[config.mk]
export PLATFORM = sky130hd
export DESIGN_NAME = dupTop
export DESIGN_NICKNAME = d
export VERILOG_FILES = /design/src/verilog/dupPkg.sv /design/src/verilog/dupIntrIf.sv /design/src/verilog/dupSerialIf.sv /design/src/verilog/dupIntr.sv /design/src/verilog/dupRegs.sv /design/src/verilog/dupSerial.sv /design/src/verilog/dupTop.sv
export VERILOG_INCLUDE_DIRS = /design/src /design/src/verilog
export SDC_FILE = /design/constraint.sdc
export NUM_CORES = 1
export LEC_CHECK = 0
export ABC_AREA = 1
export BUFFER_PORTS_ARGS = -buffer_cell sky130_fd_sc_hd__buf_2
export CORE_UTILIZATION = 55
export DETAILED_ROUTE_END_ITERATION = 8
export HOLD_SLACK_MARGIN = 0.02
export PLACE_DENSITY = 0.85
export REMOVE_ABC_BUFFERS = 1
export SETUP_SLACK_MARGIN = 0.02
export SYNTH_ARGS = -nofsm -noshare
export SYNTH_HDL_FRONTEND = slang
export SYNTH_SLANG_ARGS = --single-unit
[constraint.sdc]
create_clock -name clk -period 1.6 [get_ports clk]
set_input_delay 0.32 -clock clk [delete_from_list [all_inputs] [get_ports clk]]
set_output_delay 0.32 -clock clk [all_outputs]
set_load 0.02 [all_outputs]
[src/verilog/dup_params.svh]
/*
 * DUP11 serial line unit parameters
 * Widths, bit timing, interrupt vectors and register addresses
 */

`ifndef DUP_PARAMS_SVH
`define DUP_PARAMS_SVH

// Bus data and serial character width
`define DUP_DATA_WIDTH  8

// Clocks per serial bit
`define DUP_BIT_CLKS    8

// Interrupt vectors (octal, as on the real unit)
`define DUP_VECT_WIDTH  9
`define DUP_RX_VECT     9'o300
`define DUP_TX_VECT     9'o304

// Register addresses
`define DUP_ADDR_WIDTH  2
`define DUP_ADDR_RXCSR  2'd0
`define DUP_ADDR_RXDBUF 2'd1
`define DUP_ADDR_TXCSR  2'd2
`define DUP_ADDR_TXDBUF 2'd3

`endif

[src/verilog/dupPkg.sv]
/*
 * DUP11 shared types
 * Interrupt controller states, register selects and CSR bit positions
 */

`default_nettype none

`include "dup_params.svh"

package dupPkg;

   ////////////////////////////////////////////////////////////
   // Interrupt controller states
   ////////////////////////////////////////////////////////////

   typedef enum logic [2:0] {
      IDLE     = 3'd0,   // Waiting for a trigger
      ACTIVE   = 3'd1,   // Request up, waiting for vector read
      VECTREAD = 3'd2,   // Vector taken, waiting for ack release
      WAIT     = 3'd3,   // Waiting for a status access
      DONE     = 3'd4    // Waiting for the access to end
   } intrState_t;

   ////////////////////////////////////////////////////////////
   // Register selects
   ////////////////////////////////////////////////////////////

   typedef enum logic [`DUP_ADDR_WIDTH-1:0] {
      RXCSR  = `DUP_ADDR_RXCSR,
      RXDBUF = `DUP_ADDR_RXDBUF,
      TXCSR  = `DUP_ADDR_TXCSR,
      TXDBUF = `DUP_ADDR_TXDBUF
   } regSel_t;

   // CSR bit positions
   localparam int CSR_DONE = 7;
   localparam int CSR_IE   = 6;
   localparam int CSR_BUSY = 5;   // TXCSR only
   localparam int CSR_LOOP = 2;   // RXCSR only

endpackage

`default_nettype wire

[src/verilog/dupIntrIf.sv]
/*
 * DUP11 interrupt controller bundle
 * Trigger and status strobes in, request and active status out
 */

`default_nettype none

interface dupIntrIf;

   // Set by the register block
   logic trig;     // One-clock trigger pulse
   logic statrw;   // Status register access in progress

   // Set by the top level
   logic vect;     // Interrupt vector read (bus ack)
   logic secinh;   // Secondary inhibit from higher priority

   // Set by the controller
   logic priact;   // Controller busy
   logic intr;     // Interrupt request

   // Register block side
   modport ctrl (
      output trig,
      output statrw,
      input  priact,
      input  intr
   );

   // Controller FSM side
   modport intrSm (
      input  trig,
      input  statrw,
      input  vect,
      input  secinh,
      output priact,
      output intr
   );

endinterface

`default_nettype wire

[src/verilog/dupSerialIf.sv]
/*
 * DUP11 register to serial engine bundle
 * Transmit byte and load strobe, receive byte and done event
 */

`default_nettype none

`include "dup_params.svh"

interface dupSerialIf;

   // Transmit path
   logic [`DUP_DATA_WIDTH-1:0] txData;   // Byte to send
   logic                       txLoad;   // Start a frame, one clock
   logic                       txBusy;   // Frame in progress

   // Receive path
   logic [`DUP_DATA_WIDTH-1:0] rxData;   // Last byte received
   logic                       rxDone;   // Byte ready, one clock

   // Loopback enable level
   logic                       loop;

   modport regs (
      output txData,
      output txLoad,
      output loop,
      input  txBusy,
      input  rxData,
      input  rxDone
   );

   modport serial (
      input  txData,
      input  txLoad,
      input  loop,
      output txBusy,
      output rxData,
      output rxDone
   );

endinterface

`default_nettype wire

[src/verilog/dupIntr.sv]
/*
 * DUP11 interrupt controller
 * Raises a request on trigger and drops it once the vector is read
 * Rearms only after a status register access has come and gone
 */

`default_nettype none

module dupIntr (
   input logic     clk,
   input logic     reset,
   input logic     init,
   dupIntrIf.intrSm bus
);

   dupPkg::intrState_t state;

   ////////////////////////////////////////////////////////////
   // Controller FSM
   ////////////////////////////////////////////////////////////

   always_ff @(posedge clk)
   begin
      if (reset | init)
         state <= dupPkg::IDLE;
      else
      begin
         case (state)
            // Armed and waiting for a done event
            dupPkg::IDLE:
               if (bus.trig)
                  state <= dupPkg::ACTIVE;
            // Request up until the host takes the vector
            // A higher priority request holds us here
            dupPkg::ACTIVE:
               if (bus.vect && !bus.secinh)
                  state <= dupPkg::VECTREAD;
            // Vector taken and waiting for ack to drop
            dupPkg::VECTREAD:
               if (!bus.vect)
                  state <= dupPkg::WAIT;
            // Wait for the CSR to be touched
            dupPkg::WAIT:
               if (bus.statrw)
                  state <= dupPkg::DONE;
            // Rearm once the CSR access ends
            dupPkg::DONE:
               if (!bus.statrw)
                  state <= dupPkg::IDLE;
            default:
               state <= dupPkg::IDLE;
         endcase
      end
   end

   // Request drops the cycle after the vector read is taken
   assign bus.intr = (state == dupPkg::ACTIVE);

   // Busy anywhere outside IDLE so lower priority waits
   assign bus.priact = (state != dupPkg::IDLE);

   ////////////////////////////////////////////////////////////
   // Checks
   ////////////////////////////////////////////////////////////

   // Trigger is a single clock pulse
   assert property (@(posedge clk) disable iff (reset || init)
      bus.trig |=> !bus.trig);

   // Host holds ack for at least two cycles
   assert property (@(posedge clk) disable iff (reset || init)
      $rose(bus.vect) |=> bus.vect);

endmodule

`default_nettype wire

[src/verilog/dupRegs.sv]
/*
 * DUP11 register block
 * Bus decode, CSRs and receive buffer, read mux, interrupt
 * triggers and vector select
 */

`default_nettype none

`include "dup_params.svh"

module dupRegs (
   input  logic                        clk,
   input  logic                        reset,
   input  logic                        init,
   input  logic [`DUP_ADDR_WIDTH-1:0]  addr,
   input  logic                        wr,
   input  logic                        rd,
   input  logic [`DUP_DATA_WIDTH-1:0]  wrData,
   output logic [`DUP_DATA_WIDTH-1:0]  rdData,
   output logic                        rdValid,
   output logic [`DUP_VECT_WIDTH-1:0]  vector,
   dupIntrIf.ctrl                      rxIntr,
   dupIntrIf.ctrl                      txIntr,
   dupSerialIf.regs                    ser
);

   dupPkg::regSel_t            sel;
   logic                       rxIe;
   logic                       txIe;
   logic                       loopEn;
   logic                       rxDoneBit;
   logic                       txDoneBit;
   logic                       rxDoneQ;
   logic                       txDoneQ;
   logic                       txBusyQ;
   logic                       txAccept;
   logic                       txEnd;
   logic [`DUP_DATA_WIDTH-1:0] rxBuf;
   logic [`DUP_DATA_WIDTH-1:0] rdMux;

   ////////////////////////////////////////////////////////////
   // Bus decode
   ////////////////////////////////////////////////////////////

   assign sel = dupPkg::regSel_t'(addr);

   // CSR touched this cycle, read or write
   assign rxIntr.statrw = (rd | wr) && (sel == dupPkg::RXCSR);
   assign txIntr.statrw = (rd | wr) && (sel == dupPkg::TXCSR);

   // Buffer write starts a frame unless one is running
   assign txAccept   = wr && (sel == dupPkg::TXDBUF) && !ser.txBusy;
   assign ser.txLoad = txAccept;
   assign ser.txData = wrData;
   assign ser.loop   = loopEn;

   // Frame end seen as busy falling
   assign txEnd = txBusyQ && !ser.txBusy;

   ////////////////////////////////////////////////////////////
   // Control registers
   ////////////////////////////////////////////////////////////

   always_ff @(posedge clk)
   begin
      if (reset | init)
      begin
         rxIe        <= 1'b0;
         txIe        <= 1'b0;
         loopEn      <= 1'b0;
         rxDoneBit   <= 1'b0;
         txDoneBit   <= 1'b0;
         rxDoneQ     <= 1'b0;
         txDoneQ     <= 1'b0;
         txBusyQ     <= 1'b0;
         rxIntr.trig <= 1'b0;
         txIntr.trig <= 1'b0;
         rdValid     <= 1'b0;
      end
      else
      begin
         // Writable CSR bits
         if (wr && (sel == dupPkg::RXCSR))
         begin
            rxIe   <= wrData[dupPkg::CSR_IE];
            loopEn <= wrData[dupPkg::CSR_LOOP];
         end
         if (wr && (sel == dupPkg::TXCSR))
            txIe <= wrData[dupPkg::CSR_IE];
         // Done flags, a new event wins over a clear
         if (ser.rxDone)
            rxDoneBit <= 1'b1;
         else if (rd && (sel == dupPkg::RXCSR))
            rxDoneBit <= 1'b0;
         if (txEnd)
            txDoneBit <= 1'b1;
         else if ((rd && (sel == dupPkg::TXCSR)) || txAccept)
            txDoneBit <= 1'b0;
         // Rising done with IE set fires a trigger
         rxDoneQ     <= rxDoneBit;
         txDoneQ     <= txDoneBit;
         txBusyQ     <= ser.txBusy;
         rxIntr.trig <= rxDoneBit && !rxDoneQ && rxIe;
         txIntr.trig <= txDoneBit && !txDoneQ && txIe;
         rdValid     <= rd;
      end
   end

   // Receive buffer, overwritten by every new byte
   always_ff @(posedge clk)
   begin
      if (ser.rxDone)
         rxBuf <= ser.rxData;
   end

   ////////////////////////////////////////////////////////////
   // Read path
   ////////////////////////////////////////////////////////////

   always_comb
   begin
      rdMux = '0;
      case (sel)
         dupPkg::RXCSR:
         begin
            rdMux[dupPkg::CSR_DONE] = rxDoneBit;
            rdMux[dupPkg::CSR_IE]   = rxIe;
            rdMux[dupPkg::CSR_LOOP] = loopEn;
         end
         dupPkg::RXDBUF:
            rdMux = rxBuf;
         dupPkg::TXCSR:
         begin
            rdMux[dupPkg::CSR_DONE] = txDoneBit;
            rdMux[dupPkg::CSR_IE]   = txIe;
            rdMux[dupPkg::CSR_BUSY] = ser.txBusy;
         end
         // Transmit buffer is write only
         default:
            rdMux = '0;
      endcase
   end

   // Data lands one cycle after rd, sampled before any done clear
   always_ff @(posedge clk)
   begin
      if (rd)
         rdData <= rdMux;
   end

   // Receive wins while its controller is busy
   assign vector = rxIntr.priact ? `DUP_RX_VECT : `DUP_TX_VECT;

   // Host strobes are exclusive
   assert property (@(posedge clk) disable iff (reset)
      !(wr && rd));

endmodule

`default_nettype wire

[src/verilog/dupSerial.sv]
/*
 * DUP11 serial engine
 * Ten-bit frame transmitter and mid-bit sampling receiver
 * Loopback feeds the transmit line into the receiver
 */

`default_nettype none

`include "dup_params.svh"

module dupSerial (
   input  logic       clk,
   input  logic       reset,
   input  logic       init,
   input  logic       rxd,
   output logic       txd,
   dupSerialIf.serial ser
);

   // Bit-time counter width, shared by both directions
   localparam int CW         = $clog2(`DUP_BIT_CLKS);
   localparam int FRAME_BITS = `DUP_DATA_WIDTH + 2;
   localparam logic [CW-1:0] BIT_LAST = CW'(`DUP_BIT_CLKS - 1);
   localparam logic [CW-1:0] BIT_HALF = CW'(`DUP_BIT_CLKS / 2 - 1);

   logic [FRAME_BITS-1:0]      txShift;
   logic [3:0]                 txBits;
   logic [CW-1:0]              txCnt;
   logic                       txBusy;
   logic                       rxIn;
   logic [2:0]                 rxSync;
   logic                       rxBit;
   logic                       rxFall;
   logic                       rxActive;
   logic [3:0]                 rxBits;
   logic [CW-1:0]              rxCnt;
   logic                       rxSample;
   logic                       rxDoneR;
   logic [`DUP_DATA_WIDTH-1:0] rxShift;

   ////////////////////////////////////////////////////////////
   // Transmitter
   ////////////////////////////////////////////////////////////

   always_ff @(posedge clk)
   begin
      if (reset | init)
      begin
         // Line idles high
         txShift <= '1;
         txBits  <= '0;
         txCnt   <= '0;
         txBusy  <= 1'b0;
      end
      else if (ser.txLoad && !txBusy)
      begin
         // Stop, data LSB first, start
         txShift <= {1'b1, ser.txData, 1'b0};
         txBits  <= '0;
         txCnt   <= '0;
         txBusy  <= 1'b1;
      end
      else if (txBusy)
      begin
         if (txCnt == BIT_LAST)
         begin
            txCnt   <= '0;
            txShift <= {1'b1, txShift[FRAME_BITS-1:1]};
            // Last bit time of the stop bit ends the frame
            if (txBits == 4'(FRAME_BITS - 1))
               txBusy <= 1'b0;
            else
               txBits <= txBits + 4'd1;
         end
         else
            txCnt <= txCnt + 1'b1;
      end
   end

   assign txd        = txShift[0];
   assign ser.txBusy = txBusy;

   ////////////////////////////////////////////////////////////
   // Receiver
   ////////////////////////////////////////////////////////////

   assign rxIn     = ser.loop ? txd : rxd;
   assign rxBit    = rxSync[1];
   assign rxFall   = rxSync[2] && !rxSync[1];
   assign rxSample = rxActive && (rxCnt == '0);

   always_ff @(posedge clk)
   begin
      if (reset | init)
      begin
         rxSync   <= '1;
         rxActive <= 1'b0;
         rxBits   <= '0;
         rxCnt    <= '0;
         rxDoneR  <= 1'b0;
      end
      else
      begin
         rxSync  <= {rxSync[1:0], rxIn};
         rxDoneR <= 1'b0;
         if (!rxActive)
         begin
            // Start edge, aim for the middle of the start bit
            if (rxFall)
            begin
               rxActive <= 1'b1;
               rxBits   <= '0;
               rxCnt    <= BIT_HALF;
            end
         end
         else if (!rxSample)
            rxCnt <= rxCnt - 1'b1;
         else
         begin
            rxCnt  <= BIT_LAST;
            rxBits <= rxBits + 4'd1;
            // Glitch, start bit not low at its middle
            if ((rxBits == '0) && rxBit)
               rxActive <= 1'b0;
            // Stop bit must be high
            if (rxBits == 4'(FRAME_BITS - 1))
            begin
               rxActive <= 1'b0;
               rxDoneR  <= rxBit;
            end
         end
      end
   end

   // Data bits shift in from the top, LSB first
   always_ff @(posedge clk)
   begin
      if (rxSample && (rxBits != '0) && (rxBits != 4'(FRAME_BITS - 1)))
         rxShift <= {rxBit, rxShift[`DUP_DATA_WIDTH-1:1]};
   end

   assign ser.rxData = rxShift;
   assign ser.rxDone = rxDoneR;

endmodule

`default_nettype wire

[src/verilog/dupTop.sv]
/*
 * DUP11 serial line unit
 * Registers, serial engine and receive and transmit
 * interrupt controllers, receive at higher priority
 */

`default_nettype none

`include "dup_params.svh"

module dupTop (
   input  logic                       clk,
   input  logic                       reset,
   input  logic                       init,
   input  logic [`DUP_ADDR_WIDTH-1:0] addr,
   input  logic                       wr,
   input  logic                       rd,
   input  logic [`DUP_DATA_WIDTH-1:0] wrData,
   input  logic                       ack,
   input  logic                       rxd,
   output logic [`DUP_DATA_WIDTH-1:0] rdData,
   output logic                       rdValid,
   output logic                       intr,
   output logic [`DUP_VECT_WIDTH-1:0] vector,
   output logic                       txd
);

   dupIntrIf   rxIntrBus ();
   dupIntrIf   txIntrBus ();
   dupSerialIf serBus ();

   // Ack doubles as the vector read for both controllers
   assign rxIntrBus.vect   = ack;
   assign txIntrBus.vect   = ack;

   // Receive is never inhibited, transmit waits on receive
   assign rxIntrBus.secinh = 1'b0;
   assign txIntrBus.secinh = rxIntrBus.priact;

   assign intr = rxIntrBus.intr | txIntrBus.intr;

   dupRegs u_regs (
      .clk     (clk),
      .reset   (reset),
      .init    (init),
      .addr    (addr),
      .wr      (wr),
      .rd      (rd),
      .wrData  (wrData),
      .rdData  (rdData),
      .rdValid (rdValid),
      .vector  (vector),
      .rxIntr  (rxIntrBus),
      .txIntr  (txIntrBus),
      .ser     (serBus)
   );

   dupSerial u_serial (
      .clk   (clk),
      .reset (reset),
      .init  (init),
      .rxd   (rxd),
      .txd   (txd),
      .ser   (serBus)
   );

   dupIntr u_rxIntr (
      .clk   (clk),
      .reset (reset),
      .init  (init),
      .bus   (rxIntrBus)
   );

   dupIntr u_txIntr (
      .clk   (clk),
      .reset (reset),
      .init  (init),
      .bus   (txIntrBus)
   );

endmodule

`default_nettype wire

==> impl_metrics.py <==
metrics = {
    "yosys": {
        "syn_area_per_cell_um2": 8.63,
        "syn_area_um2": 3050,
        "synth.top_cell.area_share": 0.302,
        "ys_top_cells_by_area": "dfxtp_1, edfxtp_1, nand2_1",
        "ys_warn_count": 0,
        "synth.ff_latch_count": 70,
        "synth.distinct_cells": 36,
        "syn_inst": 353,
        "synth_area_leader_cell": "dfxtp_1",
        "ys_seq_area_frac": 0.539,
    },
    "cts": {
        "clockBufferDepth": 2,
        "cts_tree": "built",
        "root_buffer": "clkbuf_8",
        "numCtsBuffers": 9,
        "clk_pin_slew_ps": 70,
        "cts.sinks": 70,
        "insertion_delay_ps": 340,
        "cts_max_level": 3,
    },
    "placement": {
        "dp_cells": 452,
        "place.gp.congestion": 0.843,
        "port_buffers": 28,
        "dpl.hpwl_um": 4110,
    },
    "timing": {
        "drv_slew": 0,
        "hold_viol_final": 0,
        "finalSetupViolations": 0,
        "period_share": 0.943,
        "skew_ps": 7.88,
        "fin_tns_setup_ps": 0,
        "period_minus_slack_ps": 1510,
        "rsz0062_at_grt": "no",
        "fmax_mhz": 663,
        "whs_ps": 216,
    },
    "setup_path": {
        "r2r_setup_slack_ps": 160,
        "slowest_stage": "dfxtp_1",
        "critical_path_class": "reg -> out",
        "critPathArrivalTime_ps": 1190,
        "crit_required_ps": 1280,
        "worstPathCellList": "inv_1 > nand3_1 > nand2_1 > buf_2",
        "critPathCaptureType": "primary output",
        "cp_max_fo": 5,
        "slowest_delay_ps": 410,
        "path_buf_inv": 2,
        "start_kind": "register",
        "critPathTopFamily": "flip-flops",
    },
    "layout": {
        "layout.cells.non_filler": 469,
        "fill_cells": 409,
        "utilization": 0.667,
        "diodes": 0,
        "fin_nets": 424,
        "layout-drive-gt1-share": 0.160,
        "areaGrowthSynthToFinish_pct": 14.5,
    },
    "global_routing": {
        "grt_util_all_layers": 0.204,
        "grt_overflow": 0,
        "met2_usage": 0.358,
        "grt_use_met3": 0.0395,
        "grt_pass1_wl_um": 9270,
        "grt_pass1_vias": 2151,
        "antenna_found_initial": 0,
        "grtUsageMet1": 0.235,
        "grt_start_max_net_pins": 22,
        "busiest_layer": "met2",
    },
    "routing": {
        "drt_iter0_drc": 117,
        "via_count": 2367,
        "antenna_left": 0,
        "drc_errors": 0,
        "routed_wl_um": 5690,
        "vias_per_cell": 5.05,
        "post_drt_wl_per_cell_um": 12.1,
        "firstDrtPassIters": 4,
    },
    "floorplanning": {
        "die_w_um": 76.4,
        "rows": 26,
        "die-area_um2": 5840,
        "core-area_um2": 5240,
        "die_height_um": 76.4,
        "initial_core_util": 0.582,
        "ios": 37,
    },
    "power": {
        "p_leak_nw": 1.57,
        "irDropWorstVdd_v": 0.000488,
        "total_power_mw": 3.41,
        "p_per_area_nw_per_um2": 976,
    },
    "run": {
        "maxCapViolCount": 0,
    },
    "run_status": {
        "status": "finished clean",
    },
    "min_path": {
        "hold_class": "in -> reg",
    },
}
## worst paths after layout
kind,depth (start not counted),startpoint,to
max reg2reg,7,u_serial.txCnt[0],u_serial.txBits[3]
max,4,u_txIntr.state[2],intr
min,3,wrData[7],u_serial.txShift[8]
min reg2reg,1,u_regs.txDoneQ,u_regs.txIntr.trig
## per-layer routing
metal,vias to the layer above,wire (um)
met5,-,0
met3,10,246
met2,67,2910
li1,1225,-
met4,0,114
met1,1065,2420
## placed cells by master, fill, tap and decap left out, drive strengths merged, types with 6 or more instances in the layout
cell	n
a21oi	16
buf	37
clkbuf	11
conb	8
dfxtp	46
edfxtp	24
ha	13
inv	52
nand2	70
nand3	23
nor2	40
o211ai	6
o21ai	24
## power by group
group	internal, mW	switching (mW)
Sequential	1.85	0.00897
Clock	0.749	0.617
Combinational	0.0584	0.122
Total	2.66	0.748
## cell usage after synthesis
master	number
a211oi_1	2
a21boi_0	1
a21o_1	1
a21oi_1	16
a221oi_1	1
a22o_1	1
a22oi_1	1
a31oi_1	3
a32o_1	1
and3_1	1
buf_2	2
buf_4	8
clkbuf_1	3
conb_1	2
dfxtp_1	46
edfxtp_1	24
ha_1	13
inv_1	50
inv_2	2
nand2_1	70
nand3_1	22
nand3_2	1
nand4_1	3
nor2_1	38
nor2_2	1
nor2_4	1
nor3_1	2
nor4_1	1
o2111ai_1	1
o211ai_1	6
o21ai_0	23
o21ai_1	1
o31ai_1	1
or2_2	2
or2_4	1
xor2_1	1
## worst register-to-register path, cell delays in order (launching register included)
cell and delay, ps:
dfxtp_1 370, ha_1 170, ha_2 230, nand2_4 100, nor2_4 170, nand2_1 80, o21ai_0 150, a21oi_1 50
## flip-flops by register name, summed over array words and instances, names as in the netlist, 3 cells and up
name	flops
u_serial.txBits	4
u_serial.txShift	9
u_txIntr.state	3
u_serial.txCnt	3
u_serial.rxSync	3
u_serial.rxCnt	3
u_regs.rxBuf	8
u_serial.ser.rxData	8
u_rxIntr.state	3
u_serial.rxBits	4
u_regs.rdData	8
## through the flow
step / area (um^2) / setup slack (ps)
final: 3490 / 91.4
after global routing: 3490 / 24.9
after CTS: 3470 / 55.3
after detailed placement: 3280 / 13.8
after global placement: 3280 / 94.8
after floorplan: 2990 / 123
## final cells by class
class,count,area (um^2),area share
clock inverters,5,48.8,0.0140
multi-input cells,224,1170,0.334
clock buffers,11,141,0.0405
flip-flops and latches,70,1640,0.471
well taps,70,87.6,0.0251
repair buffers,37,208,0.0595
inverters,52,195,0.0559
## kinds of logic (layout without fill, tap and decap cells)
| family | count (synthesis) | in the layout | share of synthesized area |
|---|---|---|---|
| buf+inv | 65 | 105 | 0.0907 |
| simple gates | 143 | 143 | 0.199 |
| compound gates | 59 | 59 | 0.113 |
| fa+ha+maj | 13 | 13 | 0.0534 |
| xor+xnor | 1 | 1 | 0.00287 |
| other cells | 2 | 8 | 0.00246 |
| flops | 70 | 70 | 0.539 |
## timing repair
action,4_1_cts,5_1_grt
endpoints found under the hold margin,0,0
hold buffers,0,0
setup buffers,0,1
setup endpoints to repair,3,8
resized for setup,1,5
cloned,0,0
pin swaps,0,1
No activity file was read; power rests on OpenSTA's default activity.
